<file path="src/rtl/dpcm_pkg.sv">
// Shared types, widths and constants of the DPCM channel; referenced by scoped names
package dpcm_pkg;

	localparam int ADDR_W  = 16;  // Sample memory address
	localparam int LEVEL_W = 7;   // Output level counter
	localparam int COUNT_W = 12;  // Remaining bytes, up to 255*16+1

	typedef logic [ADDR_W-1:0]  sample_addr_t;
	typedef logic [LEVEL_W-1:0] level_t;
	typedef logic [COUNT_W-1:0] byte_count_t;
	typedef logic [7:0]         rate_period_t;

	// Register select, one code per host-visible register
	typedef enum logic [2:0] {
		reg_ctrl,    // Rate index, loop, IRQ enable
		reg_level,   // Direct output level
		reg_addr,    // Sample start address
		reg_len,     // Sample length
		reg_status   // Channel enable in shared status/control
	} dpcm_reg_e;

	typedef struct packed {
		logic       wr;    // One-cycle write strobe
		dpcm_reg_e  sel;
		logic [7:0] data;
	} reg_write_t;

	typedef struct packed {
		logic [3:0] rate_idx;
		logic       loop_en;
		logic       irq_en;
		logic [7:0] addr_reg;
		logic [7:0] len_reg;
	} dpcm_config_t;

	typedef struct packed {
		logic   load;   // One-cycle pulse
		level_t value;
	} level_load_t;

	typedef struct packed {
		logic strobe;   // One-cycle pulse
		logic enable;   // Bit 4 of the written byte
	} enable_write_t;

	typedef struct packed {
		logic irq;
		logic active;
	} status_t;

	// Output step period in aclk cycles, indexed by rate_idx
	localparam rate_period_t RATE_TABLE [16] = '{
		8'd214, 8'd190, 8'd170, 8'd160, 8'd143, 8'd127, 8'd113, 8'd107,
		8'd95,  8'd80,  8'd71,  8'd64,  8'd53,  8'd42,  8'd36,  8'd27
	};

	localparam sample_addr_t ADDR_BASE = 16'hC000;  // Start of sample range

endpackage

</file>
<file path="src/rtl/dpcm_channel.sv">
// DPCM channel top level; connects registers, rate timer, fetch control and output unit
`timescale 1ns/100ps

module dpcm_channel (
	input  logic                   aclk,
	input  logic                   rst_n,
	input  dpcm_pkg::reg_write_t   cpu_wr,
	input  logic                   sample_valid,
	input  logic [7:0]             sample_data,
	output logic                   sample_req,
	output dpcm_pkg::sample_addr_t sample_addr,
	output dpcm_pkg::status_t      status,
	output dpcm_pkg::level_t       dmc_out
);

	dpcm_pkg::dpcm_config_t  cfg;
	dpcm_pkg::level_load_t   lvl_load;
	dpcm_pkg::enable_write_t ena_wr;
	logic                    tick;         // One per output step
	logic                    buffer_full;

	dpcm_regs i_regs (
		.aclk     (aclk),
		.rst_n    (rst_n),
		.cpu_wr   (cpu_wr),
		.cfg      (cfg),
		.lvl_load (lvl_load),
		.ena_wr   (ena_wr)
	);

	dpcm_rate_timer i_rate_timer (
		.aclk  (aclk),
		.rst_n (rst_n),
		.cfg   (cfg),
		.tick  (tick)
	);

	dpcm_fetch_ctrl i_fetch_ctrl (
		.aclk         (aclk),
		.rst_n        (rst_n),
		.cfg          (cfg),
		.ena_wr       (ena_wr),
		.buffer_full  (buffer_full),
		.sample_valid (sample_valid),
		.sample_req   (sample_req),
		.sample_addr  (sample_addr),
		.status       (status)
	);

	dpcm_output_unit i_output_unit (
		.aclk         (aclk),
		.rst_n        (rst_n),
		.tick         (tick),
		.lvl_load     (lvl_load),
		.sample_valid (sample_valid),
		.sample_data  (sample_data),
		.buffer_full  (buffer_full),
		.dmc_out      (dmc_out)
	);

endmodule

</file>
<file path="src/rtl/dpcm_fetch_ctrl.sv">
// Sample fetch control; address and byte counters, memory request, loop and interrupt
`timescale 1ns/100ps

module dpcm_fetch_ctrl (
	input  logic                    aclk,
	input  logic                    rst_n,
	input  dpcm_pkg::dpcm_config_t  cfg,
	input  dpcm_pkg::enable_write_t ena_wr,
	input  logic                    buffer_full,
	input  logic                    sample_valid,
	output logic                    sample_req,
	output dpcm_pkg::sample_addr_t  sample_addr,
	output dpcm_pkg::status_t       status
);

	dpcm_pkg::sample_addr_t start_addr;
	dpcm_pkg::byte_count_t  start_count;
	dpcm_pkg::sample_addr_t addr_cnt;
	dpcm_pkg::byte_count_t  remain;
	logic                   req_pend;
	logic                   irq_flag;
	logic                   remain_zero;
	logic                   last_byte;
	logic                   restart;

	// Start at base + addr_reg*64, length len_reg*16+1
	assign start_addr  = dpcm_pkg::ADDR_BASE + {2'b00, cfg.addr_reg, 6'b000000};
	assign start_count = {cfg.len_reg, 4'b0000} + dpcm_pkg::byte_count_t'(1);

	assign remain_zero = (remain == '0);
	assign last_byte   = sample_valid && (remain == dpcm_pkg::byte_count_t'(1));

	// Loop at end of sample, or enable while idle
	assign restart = (last_byte && cfg.loop_en) ||
	                 (ena_wr.strobe && ena_wr.enable && remain_zero);

	always_ff @(posedge aclk or negedge rst_n) begin
		if (!rst_n) begin
			remain <= '0;
		end else if (ena_wr.strobe && !ena_wr.enable) begin
			remain <= '0;  // Disable stops playback
		end else if (restart) begin
			remain <= start_count;
		end else if (sample_valid && !remain_zero) begin
			remain <= remain - dpcm_pkg::byte_count_t'(1);
		end
	end

	always_ff @(posedge aclk or negedge rst_n) begin
		if (!rst_n) begin
			addr_cnt <= dpcm_pkg::ADDR_BASE;
		end else if (restart) begin
			addr_cnt <= start_addr;
		end else if (sample_valid) begin
			// Wraps into the upper half only
			addr_cnt <= (addr_cnt == 16'hFFFF) ? 16'h8000 : addr_cnt + 16'd1;
		end
	end

	// One outstanding request, raised while the buffer is empty
	always_ff @(posedge aclk or negedge rst_n) begin
		if (!rst_n) begin
			req_pend <= 1'b0;
		end else if (sample_valid) begin
			req_pend <= 1'b0;
		end else if (!req_pend && !buffer_full && !remain_zero) begin
			req_pend <= 1'b1;
		end
	end

	always_ff @(posedge aclk or negedge rst_n) begin
		if (!rst_n) begin
			irq_flag <= 1'b0;
		end else if (ena_wr.strobe || !cfg.irq_en) begin
			irq_flag <= 1'b0;  // Status write or IRQ disabled
		end else if (last_byte && !cfg.loop_en) begin
			irq_flag <= 1'b1;
		end
	end

	assign sample_req    = req_pend;
	assign sample_addr   = addr_cnt;
	assign status.irq    = irq_flag;
	assign status.active = !remain_zero;

endmodule

</file>
<file path="src/rtl/dpcm_output_unit.sv">
// Output path; sample buffer, shift register, bit counter and the delta level counter
`timescale 1ns/100ps

module dpcm_output_unit (
	input  logic                  aclk,
	input  logic                  rst_n,
	input  logic                  tick,
	input  dpcm_pkg::level_load_t lvl_load,
	input  logic                  sample_valid,
	input  logic [7:0]            sample_data,
	output logic                  buffer_full,
	output dpcm_pkg::level_t      dmc_out
);

	logic [7:0]       sample_buf;
	logic [7:0]       shift_reg;
	logic [2:0]       bit_cnt;
	logic             silent;
	logic             cycle_end;
	dpcm_pkg::level_t level;

	assign cycle_end = tick && (bit_cnt == 3'd7);  // Eighth bit of the cycle

	always_ff @(posedge aclk) begin
		if (sample_valid) begin
			sample_buf <= sample_data;
		end
		if (cycle_end && buffer_full) begin
			shift_reg <= sample_buf;  // Start next byte
		end else if (tick) begin
			shift_reg <= {1'b0, shift_reg[7:1]};
		end
	end

	always_ff @(posedge aclk or negedge rst_n) begin
		if (!rst_n) begin
			buffer_full <= 1'b0;
			bit_cnt     <= '0;
			silent      <= 1'b1;
		end else begin
			if (sample_valid) begin
				buffer_full <= 1'b1;
			end else if (cycle_end && buffer_full) begin
				buffer_full <= 1'b0;
			end
			if (tick) begin
				bit_cnt <= bit_cnt + 3'd1;
			end
			if (cycle_end) begin
				silent <= !buffer_full;  // Nothing to play
			end
		end
	end

	// Clamped +/-2 steps; a direct load always wins
	always_ff @(posedge aclk or negedge rst_n) begin
		if (!rst_n) begin
			level <= '0;
		end else if (lvl_load.load) begin
			level <= lvl_load.value;
		end else if (tick && !silent) begin
			if (shift_reg[0]) begin
				if (level <= 7'd125) begin
					level <= level + 7'd2;
				end
			end else if (level >= 7'd2) begin
				level <= level - 7'd2;
			end
		end
	end

	assign dmc_out = level;

endmodule

</file>
<file path="src/rtl/dpcm_rate_timer.sv">
// Output step timer; a down counter reloaded from the rate table, one tick per period
`timescale 1ns/100ps

module dpcm_rate_timer (
	input  logic                   aclk,
	input  logic                   rst_n,
	input  dpcm_pkg::dpcm_config_t cfg,
	output logic                   tick
);

	dpcm_pkg::rate_period_t period_cnt;
	dpcm_pkg::rate_period_t period;

	// New rate only seen at the reload point
	assign period = dpcm_pkg::RATE_TABLE[cfg.rate_idx];

	assign tick = (period_cnt == 8'd1);  // Last cycle of the period

	always_ff @(posedge aclk or negedge rst_n) begin
		if (!rst_n) begin
			period_cnt <= dpcm_pkg::RATE_TABLE[0];
		end else if (tick) begin
			period_cnt <= period;  // Reload
		end else begin
			period_cnt <= period_cnt - 8'd1;
		end
	end

endmodule

</file>
<file path="src/rtl/dpcm_regs.sv">
// Channel register file; decodes host writes into configuration and one-cycle pulses
`timescale 1ns/100ps

module dpcm_regs (
	input  logic                    aclk,
	input  logic                    rst_n,
	input  dpcm_pkg::reg_write_t    cpu_wr,
	output dpcm_pkg::dpcm_config_t  cfg,
	output dpcm_pkg::level_load_t   lvl_load,
	output dpcm_pkg::enable_write_t ena_wr
);

	logic wr_ctrl;
	logic wr_level;
	logic wr_addr;
	logic wr_len;
	logic wr_status;

	// Select decode, qualified by the strobe
	always_comb begin
		wr_ctrl   = 1'b0;
		wr_level  = 1'b0;
		wr_addr   = 1'b0;
		wr_len    = 1'b0;
		wr_status = 1'b0;
		if (cpu_wr.wr) begin
			case (cpu_wr.sel)
				dpcm_pkg::reg_ctrl:   wr_ctrl   = 1'b1;
				dpcm_pkg::reg_level:  wr_level  = 1'b1;
				dpcm_pkg::reg_addr:   wr_addr   = 1'b1;
				dpcm_pkg::reg_len:    wr_len    = 1'b1;
				dpcm_pkg::reg_status: wr_status = 1'b1;
				default: ;
			endcase
		end
	end

	always_ff @(posedge aclk or negedge rst_n) begin
		if (!rst_n) begin
			cfg <= '0;
		end else begin
			if (wr_ctrl) begin
				cfg.rate_idx <= cpu_wr.data[3:0];
				cfg.loop_en  <= cpu_wr.data[6];
				cfg.irq_en   <= cpu_wr.data[7];
			end
			if (wr_addr) begin
				cfg.addr_reg <= cpu_wr.data;
			end
			if (wr_len) begin
				cfg.len_reg <= cpu_wr.data;
			end
		end
	end

	// Level and enable writes pass straight through as pulses
	assign lvl_load.load   = wr_level;
	assign lvl_load.value  = cpu_wr.data[6:0];
	assign ena_wr.strobe   = wr_status;
	assign ena_wr.enable   = cpu_wr.data[4];  // Channel enable bit

endmodule

</file>
<file path="config.mk">
export PLATFORM = sky130hd
export DESIGN_NAME = dpcm_channel
export DESIGN_NICKNAME = d
export VERILOG_FILES = /design/src/rtl/dpcm_pkg.sv /design/src/rtl/dpcm_channel.sv /design/src/rtl/dpcm_fetch_ctrl.sv /design/src/rtl/dpcm_output_unit.sv /design/src/rtl/dpcm_rate_timer.sv /design/src/rtl/dpcm_regs.sv
export SDC_FILE = /design/constraint.sdc
export NUM_CORES = 1
export LEC_CHECK = 0
export ABC_AREA = 0
export ABC_CLOCK_PERIOD_IN_PS = 5250
export BUFFER_PORTS_ARGS = -buffer_cell sky130_fd_sc_hd__buf_4
export CAP_MARGIN = 0
export CORE_ASPECT_RATIO = 1.4
export CORE_UTILIZATION = 44
export DETAILED_ROUTE_END_ITERATION = 8
export PLACE_DENSITY = 0.63
export SYNTH_ARGS = -nofsm -noshare
export SYNTH_HDL_FRONTEND = slang
export SYNTH_SLANG_ARGS = --single-unit
</file>
<file path="constraint.sdc">
create_clock -name aclk -period 5.25 [get_ports aclk]
set_input_delay 1.05 -clock aclk [delete_from_list [all_inputs] [get_ports aclk]]
set_output_delay 1.05 -clock aclk [all_outputs]
set_load 0.05 [all_outputs]
</file>
==> flow_summary_export.csv <==
group,metric,value,unit
clock_network,tritoncts_buffer_count,9,
die,core.rowCount,43,
logic_synthesis,synth-adder-area-share,4.09,%
clock_network,path_clk_slew,0.07,ns
clock_network,worst_skew_late_latency,0.34,ns
clock_network,post-cts-setup-buffers,0,
logic_synthesis,unique_cell_type_count_in_the_yosys_netlist,68,
die,fp.dieArea,10800,sq um
logic_synthesis,syn_inst,428,
grt,wire_length_of_the_first_global_routing_pass,15.8,mm
setup_path,regToRegSetupSlack,2.52,ns
timing,grt_setup_unrepaired,"false",
logic_synthesis,synth.ff_latch_count,88,
finish,antennaDiodeCount,0,
logic_synthesis,synthesis.area,4590,sq um
grt,antenna_violations_before_repair,0,
logic_synthesis,dominant_combinational_cell_family_by_area_after_synthesis,"simple AND/OR/NAND/NOR gates",
routing,wl_per_cell,15.5,microns
grt,gr-total-overflow,0,
status,run_status,"complete, no violations",
clock_network,max-clock-path-buffers,2,
setup_path,cell_with_the_largest_stage_delay_on_the_worst_path,"dfrtp_1",
setup_path,data_required_time_of_the_critical_path,4.20,ns
setup_path,critPathLaunchType,"flip-flop",
logic_synthesis,synth-compound-area-share,9.76,%
routing,drt-total-wl,9.44,mm
grt,number_of_global_route_vias_before_repair,3282,
hold_path,hold_path.class,"reg -> reg",
finish,largest-register,"i_regs.cfg",
logic_synthesis,seq_area_frac_synth,50.0,%
power,worst_supply_voltage_drop_on_vdd,0.316,mV
clock_network,cts_tree,"yes",
timing,fin_worst_skew,0.00605,ns
die,floorplan.die.width,88.3,microns
finish,num-nets-final,508,
logic_synthesis,share_of_synthesized_registers_carrying_an_async_set_or_reset,81.8,%
routing,routed_via_density,5.40,
setup_path,critical_path_buf_inv_count,2,
finish,finalCoreUtilization,53.2,%
finish,n_fill_cell,929,
run,drv_cap,0,
setup_path,timing.critical_path.arrival,2.01,ns
hold_path,worst_hold_endpoint,"i_fetch_ctrl.sample_addr[12]",
logic_synthesis,muxShareOfSynthArea,8.73,%
routing,via_count,3292,
routing,detail-route-antenna-nets,0,
timing,worst_pin_slew,0.917,ns
setup_path,critical_path.endpoint_type,"output pin",
finish,drive_gt1_share,25.1,%
timing,period_needed,3.06,ns
finish,layout.cells.most_common_list,"64 x dfrtp_1, 49 x nand2_1, 48 x buf_4",
routing,detail_route.iter0.violations,150,
power,cellPowerDensity,456,nW/um^2
setup_path,worst-setup-path-type,"reg -> out",
logic_synthesis,yosys.area_share.xor_xnor,4.96,%
timing,tns,0,ns
logic_synthesis,post_synth_and_or_nand_nor_area_fraction,19.1,%
finish,layout_commonest_cell,"dfrtp_1",
hold_path,min_path_cells,2,
clock_network,cts.sink_count,88,
setup_path,regToRegEndpoint,"i_output_unit.shift_reg[1]",
finish,syn2layout_area_growth,16.0,%
logic_synthesis,synth_fp_nets,466,
logic_synthesis,yosysWarningCount,0,
clock_network,ctsHtreeMaxLevel,3,
setup_path,rr_startpoint,"i_rate_timer.period_cnt[3]",
timing,maxSlewViolCount,0,
setup_path,critPathTopFamily,"simple AND/OR/NAND/NOR gates",
routing,route.detailed.drc,0,
grt,grt_start_max_net_pins,73,
setup_path,worstSetupPathDepth,5,
logic_synthesis,synthFlopType,"dfrtp_1",
timing,timing.slew.headroom,38.9,%
timing,max_freq,326,MHz
finish,largest_register_ffs,22,
place,buffer_ports.inserted,48,
timing,finalHoldViolations,0,
power,power.leakage,0.00218,uW
setup_path,r2r_cells,5,
setup_path,cp_max_fo,8,
setup_path,critPathMaxStageDelay,0.41,ns
grt,global_route.usage.total,19.1,%
die,floorplan.initialDensity,45.8,%
hold_path,holdCritStartpoint,"i_regs.cfg[14]",
timing,report.final.setup_viol,0,
die,floorplan.core_area,10000,sq um
place,dp_hpwl,6.62,mm
die,top_level_port_count,49,
clock_network,hold_buffers,0,
die,floorplan.die.height,123,microns
clock_network,cts_repair_resize_count,0,
clock_network,cts_root_buffer,"clkbuf_16",
logic_synthesis,syn-mean-instance-area,10.7,sq um
place,place_congestion,0.835,
logic_synthesis,synth_enable_flop_cells,16,
timing,fin_crit_sh,58.4,%
setup_path,worstPathCellList,"inv_1 -> ha_1 -> nor3b_4 -> nand3_1 -> buf_4",
routing,number_of_iterations_in_the_first_detailed_routing_pass,4,
[cell type report]
cell class              count  area (sq um)  share of cell area, %
multi-input cells         307          2140                   40.2
repair buffers             48           360                   6.77
inverters                  16          60.1                   1.13
clock inverters             6          68.8                   1.29
clock buffers              10           229                   4.30
well taps                 135           169                   3.17
flip-flops and latches     88          2290                   43.1
[how the worst max path moves through the flow]
| stage | from | endpoint | slack, ns |
|---|---|---|---|
| floorplan | i_fetch_ctrl.remain[0] | status[0] | 2.78 |
| global placement | sample_valid | i_fetch_ctrl.remain[9] | 2.32 |
| detailed placement | sample_valid | i_fetch_ctrl.remain[9] | 2.27 |
| CTS | i_fetch_ctrl.remain[0] | status[0] | 2.18 |
| global route | i_fetch_ctrl.remain[0] | status[0] | 2.06 |
| finish | i_fetch_ctrl.remain[0] | status[0] | 2.19 |
[cells in the mapped netlist (2+ instances only)]
library cell  count  share of area [%]
nor3_1            8               0.87
xnor2_1          15                2.9
o21ai_1           6               0.65
nor4_2            4                1.1
xor2_1           11                2.1
nor2b_1           3               0.41
nand4_1           7               0.95
and2_1            3               0.41
ha_1             15                4.1
clkbuf_1          9               0.74
o21ai_0          15                1.6
nor2_1           40                3.3
o211ai_1          2               0.33
mux2_2           30                7.4
nand3_1          12                1.3
mux2i_1           4               0.87
dfstp_2           8                4.6
or4_1             2               0.33
nand2_1          49                4.0
nor4_1            4               0.55
inv_1            14                1.1
inv_2             2               0.16
a31oi_1           2               0.27
buf_2             4               0.44
buf_6             3               0.74
and3_1            3               0.41
nor4b_1           3               0.57
nor3b_1           2               0.33
or3_1             4               0.55
o31ai_1           2               0.33
dfrtp_1          64                 35
edfxtp_1         16                 10
nor4bb_1          2               0.44
a21oi_1          23                2.5
a211oi_1          4               0.65
[stage by stage]
step	instances	total power (uW)	instance area, sq um	setup slack [ns]	hold WS (ns)
finish	610	2430	5320	2.19	0.479
global placement	594	1780	5020	2.32	0.464
detailed placement	594	1790	5020	2.27	0.472
floorplan	428	1570	4590	2.78	0.446
global route	610	2560	5320	2.06	0.505
CTS	610	2440	5320	2.18	0.477
[tightest hold or removal path, stage by stage, from the launching register on]
cell and delay, ns:
dfrtp_1 0.34, nand2_1 0.05, o21ai_0 0.06
[cells by family (layout without fill, tap and decap cells)]
group / after synthesis / count (layout)
AND/OR/NAND/NOR: 161 / 161
multiplexers: 35 / 35
XOR/XNOR: 26 / 26
flip-flops: 88 / 88
AO/OA/AOI/OAI: 70 / 70
adder cells (fa/ha/maj): 15 / 15
buffers and inverters: 33 / 80
[report_power, final]
part | total [uW] | leakage, uW | internal [uW] | switching, uW
clock | 641 | 0.000143 | 371 | 270
combinational | 750 | 0.00104 | 294 | 456
sequential | 1040 | 0.000996 | 843 | 192
[per-layer routing]
metal	global-route usage, %	vias up	wire length [microns]
met2	31.3	72	4600
met3	3.97	15	391
met5	0	-	0
li1	-	1610	-
met4	7.26	0	201
met1	24.5	1595	4250
Power figures use the tool's default switching activity.
